===== src/rtl/icache_pkg.sv =====
`default_nettype none

package icache_pkg;

   // line geometry: 32 bytes per line, fetched as 16 halfwords
   localparam int LINE_BYTES    = 32;
   localparam int LINE_WORDS    = LINE_BYTES / 2;
   // halfword offset within one line
   localparam int WORD_OFS_BITS = $clog2(LINE_WORDS);

   // byte address of a fetch, seen either as one word or as its fields
   // tttttttttttttttttttssssssssoooob
   // field widths are laid out for the default of 8 set bits
   typedef union packed
   {
      // plain byte address, used for bus address and line stepping
      logic [31:0] raw;
      struct packed
      {
         // tag above the set index
         logic [18:0] tag;
         // direct-mapped set index
         logic [7:0]  set;
         // halfword within the line
         logic [WORD_OFS_BITS-1:0] word;
         // byte within the halfword, always 0 for aligned fetches
         logic        byte_sel;
      } fields;
   } fetch_addr_t;

   // refill FSM encoding
   typedef enum logic [2:0]
   {
      // no burst on the bus, hit/miss checked every cycle
      IDLE        = 3'd0,
      // filling the line that holds the instruction parcel
      FILL_FIRST  = 3'd1,
      // filling the following line for a window that crosses over
      FILL_SECOND = 3'd2
   } refill_state_e;

endpackage

`default_nettype wire


===== src/rtl/line_fill_if.sv =====
`default_nettype none

// one halfword refill write, shared by the tag store and the line store
interface line_fill_if
   import icache_pkg::*;
#(
   parameter int SET_BITS = 8
)
();

   localparam int TAG_BITS = 27 - SET_BITS;

   // strobe for one halfword
   logic                     wr_en;
   // destination set and halfword slot
   logic [SET_BITS-1:0]      wr_set;
   logic [WORD_OFS_BITS-1:0] wr_word;
   logic [15:0]              wr_data;
   // high together with wr_en on the last halfword of the line
   logic                     line_done;
   // tag committed to the tag store on line_done
   logic [TAG_BITS-1:0]      line_tag;

   // refill controller side
   modport ctrl (output wr_en, wr_set, wr_word, wr_data, line_done, line_tag);

   // both storage arrays
   modport store (input wr_en, wr_set, wr_word, wr_data, line_done, line_tag);

endinterface

`default_nettype wire


===== src/rtl/refill_ctrl.sv =====
`default_nettype none

module refill_ctrl
   import icache_pkg::*;
#(
   parameter int SET_BITS = 8
)
(
   input  logic                     clk_i,
   input  logic                     rst_i,
   // fetch side
   input  logic [31:0]              adr_i,
   input  logic                     stb_i,
   input  logic                     hit_first_i,
   input  logic                     hit_second_i,
   output logic [SET_BITS-1:0]      first_set_o,
   output logic [26-SET_BITS:0]     first_tag_o,
   output logic [SET_BITS-1:0]      second_set_o,
   output logic [26-SET_BITS:0]     second_tag_o,
   output logic [WORD_OFS_BITS-1:0] word_o,
   output logic                     hit_o,
   // refill writes into both stores
   line_fill_if.ctrl                fill,
   // memory bus master
   output logic [31:0]              wb_adr_o,
   output logic [1:0]               wb_sel_o,
   output logic                     wb_cyc_o,
   output logic                     wb_stb_o,
   input  logic [15:0]              wb_dat_i,
   input  logic                     wb_ack_i
);

   localparam int TAG_BITS   = 27 - SET_BITS;
   localparam int LINE_SHIFT = $clog2(LINE_BYTES);

   // fetch address and line-aligned forms of it
   fetch_addr_t fetch_adr;
   fetch_addr_t line_base;
   fetch_addr_t next_base;

   // window runs past the end of the current line
   logic needs_second;
   // last halfword of the burst is being acked
   logic last_beat;

   refill_state_e            state;
   logic [WORD_OFS_BITS-1:0] beat;
   // target of the burst in progress
   logic [SET_BITS-1:0]      fill_set;
   logic [TAG_BITS-1:0]      fill_tag;

   always_comb
   begin
      fetch_adr.raw = adr_i;
      // clear the offset fields to get the start of the line
      line_base                 = fetch_adr;
      line_base.fields.word     = '0;
      line_base.fields.byte_sel = 1'b0;
      // step a whole line so a carry out of the set reaches the tag
      next_base.raw = line_base.raw + 32'(LINE_BYTES);
   end

   // set and tag are sliced by SET_BITS since the union fields assume 8
   assign first_set_o  = line_base.raw[LINE_SHIFT +: SET_BITS];
   assign first_tag_o  = line_base.raw[LINE_SHIFT + SET_BITS +: TAG_BITS];
   assign second_set_o = next_base.raw[LINE_SHIFT +: SET_BITS];
   assign second_tag_o = next_base.raw[LINE_SHIFT + SET_BITS +: TAG_BITS];
   assign word_o       = fetch_adr.fields.word;

   // offsets 14 and 15 pull parcels from the following line
   assign needs_second = fetch_adr.fields.word >= WORD_OFS_BITS'(LINE_WORDS - 2);

   // zero latency hit held low while reset is asserted
   assign hit_o = !rst_i && hit_first_i && (!needs_second || hit_second_i);

   assign wb_cyc_o  = wb_stb_o;
   assign last_beat = (beat == WORD_OFS_BITS'(LINE_WORDS - 1));

   // every acked halfword goes straight into the stores
   assign fill.wr_en     = wb_stb_o && wb_ack_i;
   assign fill.wr_set    = fill_set;
   assign fill.wr_word   = beat;
   assign fill.wr_data   = wb_dat_i;
   assign fill.line_done = wb_stb_o && wb_ack_i && last_beat;
   assign fill.line_tag  = fill_tag;

   // burst target
   always_ff @(posedge clk_i)
   begin
      if (state == IDLE)
      begin
         // first line takes priority and the second is only picked once it hits
         if (!hit_first_i)
         begin
            fill_set <= first_set_o;
            fill_tag <= first_tag_o;
            wb_adr_o <= line_base.raw;
         end
         else
         begin
            fill_set <= second_set_o;
            fill_tag <= second_tag_o;
            wb_adr_o <= next_base.raw;
         end
      end
      else if (wb_ack_i)
      begin
         // next halfword of the line
         wb_adr_o <= wb_adr_o + 32'd2;
      end
   end

   // refill FSM
   always_ff @(posedge clk_i)
   begin
      if (rst_i)
      begin
         state    <= IDLE;
         beat     <= '0;
         wb_stb_o <= 1'b0;
         wb_sel_o <= 2'b00;
      end
      else
      begin
         case (state)
            IDLE:
            begin
               beat <= '0;
               if (stb_i && !hit_first_i)
               begin
                  state    <= FILL_FIRST;
                  wb_stb_o <= 1'b1;
                  wb_sel_o <= 2'b11;
               end
               else if (stb_i && needs_second && !hit_second_i)
               begin
                  // second line follows one idle cycle after the first
                  state    <= FILL_SECOND;
                  wb_stb_o <= 1'b1;
                  wb_sel_o <= 2'b11;
               end
            end

            FILL_FIRST, FILL_SECOND:
            begin
               // strobe stays up for all 16 beats and waits for ack without limit
               if (wb_ack_i)
               begin
                  beat <= beat + WORD_OFS_BITS'(1);
                  if (last_beat)
                  begin
                     state    <= IDLE;
                     wb_stb_o <= 1'b0;
                     wb_sel_o <= 2'b00;
                  end
               end
            end

            default:
            begin
               state    <= IDLE;
               wb_stb_o <= 1'b0;
               wb_sel_o <= 2'b00;
            end
         endcase
      end
   end

endmodule

`default_nettype wire


===== src/flat_wrapper.sv =====
// flat-port wrapper written by rule: the top's interface ports become plain ports
module refill_ctrl_flat import icache_pkg::*;
#(
   parameter int SET_BITS = 8
)
  (clk_i, rst_i, adr_i, stb_i, hit_first_i, hit_second_i, first_set_o, first_tag_o, second_set_o, second_tag_o, word_o, hit_o, wb_adr_o, wb_sel_o, wb_cyc_o, wb_stb_o, wb_dat_i, wb_ack_i, fill_wr_en, fill_wr_set, fill_wr_word, fill_wr_data, fill_line_done, fill_line_tag);
  line_fill_if #(.SET_BITS(SET_BITS)) fill_i ();
  input  logic clk_i;
  input  logic rst_i;
  input  logic [31:0] adr_i;
  input  logic stb_i;
  input  logic hit_first_i;
  input  logic hit_second_i;
  output logic [SET_BITS-1:0] first_set_o;
  output logic [26-SET_BITS:0] first_tag_o;
  output logic [SET_BITS-1:0] second_set_o;
  output logic [26-SET_BITS:0] second_tag_o;
  output logic [WORD_OFS_BITS-1:0] word_o;
  output logic hit_o;
  output logic [31:0] wb_adr_o;
  output logic [1:0] wb_sel_o;
  output logic wb_cyc_o;
  output logic wb_stb_o;
  input  logic [15:0] wb_dat_i;
  input  logic wb_ack_i;
  output wire logic [$bits(fill_i.wr_en)-1:0] fill_wr_en;
  output wire logic [$bits(fill_i.wr_set)-1:0] fill_wr_set;
  output wire logic [$bits(fill_i.wr_word)-1:0] fill_wr_word;
  output wire logic [$bits(fill_i.wr_data)-1:0] fill_wr_data;
  output wire logic [$bits(fill_i.line_done)-1:0] fill_line_done;
  output wire logic [$bits(fill_i.line_tag)-1:0] fill_line_tag;
  assign fill_wr_en = fill_i.wr_en;
  assign fill_wr_set = fill_i.wr_set;
  assign fill_wr_word = fill_i.wr_word;
  assign fill_wr_data = fill_i.wr_data;
  assign fill_line_done = fill_i.line_done;
  assign fill_line_tag = fill_i.line_tag;
  refill_ctrl #(.SET_BITS(SET_BITS)) u_core (.clk_i(clk_i), .rst_i(rst_i), .adr_i(adr_i), .stb_i(stb_i), .hit_first_i(hit_first_i), .hit_second_i(hit_second_i), .first_set_o(first_set_o), .first_tag_o(first_tag_o), .second_set_o(second_set_o), .second_tag_o(second_tag_o), .word_o(word_o), .hit_o(hit_o), .fill(fill_i), .wb_adr_o(wb_adr_o), .wb_sel_o(wb_sel_o), .wb_cyc_o(wb_cyc_o), .wb_stb_o(wb_stb_o), .wb_dat_i(wb_dat_i), .wb_ack_i(wb_ack_i));
endmodule

===== config.mk =====
export PLATFORM = sky130hd
export DESIGN_NAME = refill_ctrl_flat
export DESIGN_NICKNAME = d
export VERILOG_FILES = /design/src/rtl/icache_pkg.sv /design/src/rtl/line_fill_if.sv /design/src/rtl/refill_ctrl.sv /design/src/flat_wrapper.sv
export SDC_FILE = /design/constraint.sdc
export NUM_CORES = 1
export LEC_CHECK = 0
export ABC_AREA = 1
export BUFFER_PORTS_ARGS = -buffer_cell sky130_fd_sc_hd__buf_2
export CAP_MARGIN = 20
export CELL_PAD_IN_SITES_DETAIL_PLACEMENT = 0
export CELL_PAD_IN_SITES_GLOBAL_PLACEMENT = 1
export CORE_MARGIN = 2
export CORE_UTILIZATION = 23
export CTS_CLUSTER_SIZE = 12
export DETAILED_ROUTE_END_ITERATION = 10
export PLACE_DENSITY = 0.62
export SETUP_SLACK_MARGIN = 0.3
export SYNTH_ARGS = -nofsm -noshare
export SYNTH_HDL_FRONTEND = slang
export SYNTH_SLANG_ARGS = --single-unit

===== constraint.sdc =====
create_clock -name clk_i -period 3.18 [get_ports clk_i]
set_input_delay 0.318 -clock clk_i [delete_from_list [all_inputs] [get_ports clk_i]]
set_output_delay 0.318 -clock clk_i [all_outputs]
set_load 0.005 [all_outputs]

**Yosys cells after proc, flatten, opt, wreduce, memory -nomap -nowiden**

Cells that the tools add are included.

- $add $sub $neg: 3
- $lt $le $gt $ge: 1
- Eq/ne operators: 6
- Mux-type cells: 22
- Reduce and logical (&&, ||, !) cells: 18

Operator list:

| operator | count |
|---|---|
| $mux W32 | 3 |
| $add A32 B2 Y32 const B | 1 |
| $add A32 B6 Y32 const B | 1 |
| $mux W19 | 1 |
| $mux W3 | 4 |
| $mux W2 | 4 |
| $mux W8 | 1 |
| $pmux W4 S2 | 1 |
| $logic_and A1 B1 Y1 | 7 |
| $pmux W3 S2 | 1 |
| $add A4 B1 Y4 const B | 1 |
| $eq A4 B4 Y1 const B | 1 |
| $ge A4 B4 Y1 const B | 1 |
| $logic_not A1 Y1 | 4 |
| $mux W1 | 4 |
| $mux W4 | 1 |
| $pmux W2 S2 | 1 |
| $reduce_bool A2 Y1 | 2 |
| $eq A3 B1 Y1 const B | 1 |
| $eq A3 B2 Y1 const B | 1 |
| $logic_not A3 Y1 | 1 |
| $ne A3 B3 Y1 const B | 1 |
| $reduce_and A3 Y1 | 1 |
| $ne A2 B1 Y1 const B | 1 |
| 5 further kinds | 5 |

- Bits in registers: 69
- Bits of input ports: 54
- Output and inout bits: 144
- Word-level logic and storage cells: 57

**Depth between registers and ports, before layout**

- Depth in word-level cells: 6
- Mapped depth: 10
- Mapped depth without buffers: 10

**Worst setup path before layout**

Ideal clock, no wire load.

- Path kind: flip-flop to flip-flop
- Start: register u_core.state[0]
- End: register u_core.wb_adr_o[10], enable pin
- Setup time: 374 ps
- Arrival time: 1866 ps
- Required time: 2806 ps
- Slack: 939 ps
- Stages on the path, launching flop included: 5
- Path buffers: 1
- Clock period less this slack: 2241 ps
- Cell sequence: dfxtp_1 inv_1 ha_1 buf_2 or2_2

- Cells in the longest elaborated chain, start to end: 2

Ends and longest elaborated chain:

| item | line | RTL |
|---|---|---|
| from (decl) | refill_ctrl.sv:46 | `refill_state_e state;` |
| from (signal assigned) | refill_ctrl.sv:118 | `state <= IDLE;` |
| from (signal assigned) | refill_ctrl.sv:131 | `state <= FILL_FIRST;` |
| from (signal assigned) | refill_ctrl.sv:138 | `state <= FILL_SECOND;` |
| $logic_not A3 Y1 | refill_ctrl.sv:90 | `if (state == IDLE)` |
| $reduce_bool A2 Y1 (no line) | - |  |
| to (signal assigned) | refill_ctrl.sv:97 | `wb_adr_o <= line_base.raw;` |
| to (signal assigned) | refill_ctrl.sv:103 | `wb_adr_o <= next_base.raw;` |
| to (signal assigned) | refill_ctrl.sv:109 | `wb_adr_o <= wb_adr_o + 32'd2;` |
| to (decl) | refill_ctrl.sv:25 | `output logic [31:0] wb_adr_o,` |

Every way passes these cells.
A chain may end at the register's enable or synchronous reset.

**Final worst setup path**

- Start: input adr_i[5]
- End: output second_tag_o[12]

- Cells in the longest elaborated chain, start to end: 1

Ends and longest elaborated chain:

| item | line | RTL |
|---|---|---|
| from (decl) | flat_wrapper.sv:10 | `input logic [31:0] adr_i;` |
| $add A32 B6 Y32 | refill_ctrl.sv:60 | `next_base.raw = line_base.raw + 32'(LINE_BYTES);` |
| to (decl) | flat_wrapper.sv:17 | `output logic [26-SET_BITS:0] second_tag_o;` |

Every way passes these cells.

==> metrics <==
IO Pins around 200; LEAKAGE about 2.7 nW; XOR/XNOR share of the synthesized area 4.28%; Starting Density 23.4%; EDFF count, synth between 50 and 60; row cnt 53; max cap viols 0; largest family of logic cells by synthesized area simple AND/OR/NAND/NOR gates; Setup Fix Bufs, Post-CTS 0; GR Layer Usage met2 22.0%; First DRT Iteration DRCs ~200; Final Setup Violations 0; Clock Power Share between 20% and 30%; TritonCTS clock tree done; 1st-pass router iterations 4; clk buf depth 2; initial antenna violation count 0; filler cell count between 2000 and 2500; met3 Resource Use GR 2.82%; Final GP Congestion 0.793; vias 4566; drt wl/cell 15.1 µm; post-synthesis adder-cell area fraction 1.02%; Compound-Gate Fraction of Synth Area roughly 4.7%; Yosys cell types 32; GR Layer Usage met1 roughly a fifth; placed cell areas 5650 µm²; Detail Placement HPWL 13200 µm; largest net degree at the start of global routing 56; Setup crit end kind output port; Tcrit/Tclk final between 60% and 70%; total wire length about 16000 µm; Slowest-stage cell, CP ha_1; clk sink count 65; sw power 1.35 mW; Final nets ~850; die height 150 µm; sequential share of the synthesized area 38.3%; Int Power ~2.4 mW; commonest non-fill, non-tap cell in the layout nand2_1; Crit Path Class in -> out; crit path cell chain buf_2 > ha_1 > nand2_1 > nor2_2 > nand2_2 > nor2_4 > nand3_1 > and2_1 > inv_1 > buf_2; class of the worst hold path in -> reg; Sw Ratio 36.3%; post-synthesis mux area share 0%; multi-input logic area 2370 µm²; Max Fanout on Critical Path 5; hold_buf cts 0; WP buf/inv 3; H-tree depth reported by CTS 3; Post-synth top flop edfxtp_1; slowest stage delay, CP approximately 0.23 ns; vias in the first global route 4292; Yosys reg bits between 60 and 70; actual slew at the worst max-slew pin 0.809 ns; Crit path required time roughly 2.9 ns; Top cell by count, worst path buf_2; first-pass GRT wire length about 24000 µm; total power per unit cell area ~620 nW/µm²; Post-Synthesis Cells 684; clock-pin slew on the worst setup and hold paths about 0.060 ns; # DRC 0; count of pins over their slew limit 0; n_diodes 0; Root Driver clkbuf_16; run status complete, no violations; RSZ-0062 raised after global routing false; area growth from synthesis to layout 21.7%; CORE AREA approximately 21000 µm²; clock skew 0.00780 ns; PostCTS Resize Cnt 0; Synth Cell Area 4910 µm²; DIE AREA roughly 23000 µm²; Total Routing Usage GR 14.4%; Die Width between 150 and 200 µm; minimum clock period 2.00 ns; nature of the critical path startpoint primary input; worst skew pair latency 0.34 ns; max_slew headroom 46.0%; Post-Syn Area per Cell 7.18 µm²; most frequent cells in the layout 236 x nand2_1, 161 x buf_2, 68 x nand3_1; setup tns final 0 ns; Synth async-reset ratio 0%; design area about 6000 µm²; Syn Nets 742; share of cells above drive strength 1 25.9%; final core occ between 20 and 30%; Max Clk Rate 0.499 GHz; total congestion overflow 0; vias per inst approximately 4.2; CTS Buf Count 9; register area 1880 µm²; GR peak layer met2; PortBufs roughly 160; antenna-violating nets left 0; Comb pwr share between 30% and 40%; Final Hold Fails 0; register share of total power 40.2%; Arr. time, crit path 1.69 ns; YS warnings 0; crit-path leading delay family simple AND/OR/NAND/NOR gates; simple-gate portion of the synthesized area 38.1%; maximum vdd drop 251 µV
[logic make-up (layout without fill, tap and decap cells)]
kind of cell | after synthesis | after routing
flops | 65 | 65
simple gates | 425 | 425
fa+ha+maj | 4 | 4
buf+inv | 125 | 241
xor+xnor | 24 | 24
other cells | 1 | 1
compound gates | 40 | 40
[cells in the mapped netlist, types with 5 or more instances]
master,number,share of area [%]
dfxtp_1,7,2.9
buf_2,5,0.51
nand2_2,8,1.0
clkbuf_1,5,0.38
nor2_4,8,1.8
buf_4,51,7.8
o21ai_1,8,0.82
nor3_1,7,0.71
nand3_1,68,6.9
xor2_1,20,3.6
and2_1,15,1.9
edfxtp_1,58,35
nand2_1,236,18
inv_1,61,4.7
o21ai_0,12,1.2
a21oi_1,9,0.92
nor2_2,8,1.0
nor2_1,61,4.7
nand4_1,7,0.89
[registers in the layout, indices dropped and copies added, names as in the netlist]
| signal | count |
|---|---|
| u_core.state | 2 |
| u_core.fill.line_tag | 19 |
| u_core.wb_sel_o | 1 |
| u_core.wb_adr_o | 31 |
| u_core.fill.wr_word | 4 |
| u_core.fill.wr_set | 8 |
[area by class of cell]
type / instances / share of cell area [%]
timing repair buffer: 163 / 13.7
clock inverter: 3 / 0.440
inverter: 62 / 3.89
tap: 275 / 5.76
sequential: 65 / 31.5
multi-input combinational: 494 / 39.6
clock buffer: 13 / 5.09
[metrics by stage]
stage                     power, mW  setup slack (ns)  instances  hold slack (ns)
after detailed placement       2.68              1.14       1059            0.462
after global routing           3.97              1.03       1075            0.242
after CTS                      3.76              1.14       1075            0.236
after floorplan                2.14             0.939        684            0.387
after global placement         2.68              1.16       1059            0.457
final                          3.71              1.18       1075            0.252
[final timing paths]
| path | from | slack [ns] | endpoint | depth (start not counted) |
|---|---|---|---|---|
| setup / recovery | adr_i[5] | 1.18 | second_tag_o[12] | 10 |
| setup reg to reg | u_core.wb_adr_o[1] | 1.27 | u_core.wb_adr_o[25] | 9 |
| hold / removal | rst_i | 0.25 | u_core.fill.wr_word[1] | 2 |
| hold reg to reg | u_core.state[1] | 0.47 | u_core.state[1] | 2 |
[per-layer routing]
| layer | vias to the layer above | wire length, µm |
|---|---|---|
| met5 | - | 0 |
| met4 | 0 | 380 |
| met3 | 20 | 840 |
| met2 | 138 | 7190 |
| met1 | 2023 | 7830 |
| li1 | 2385 | - |
[power by group through the flow]
stage / Sequential (mW) / Clock [mW] / Combinational [mW]
global route: 1.53 / 1.12 / 1.31
finish: 1.49 / 1.08 / 1.14
detailed placement: 1.52 / 0 / 1.16
floorplan: 1.47 / 0 / 0.672
CTS: 1.50 / 1.09 / 1.17
global placement: 1.52 / 0 / 1.16
Power figures use the tool's default switching activity.
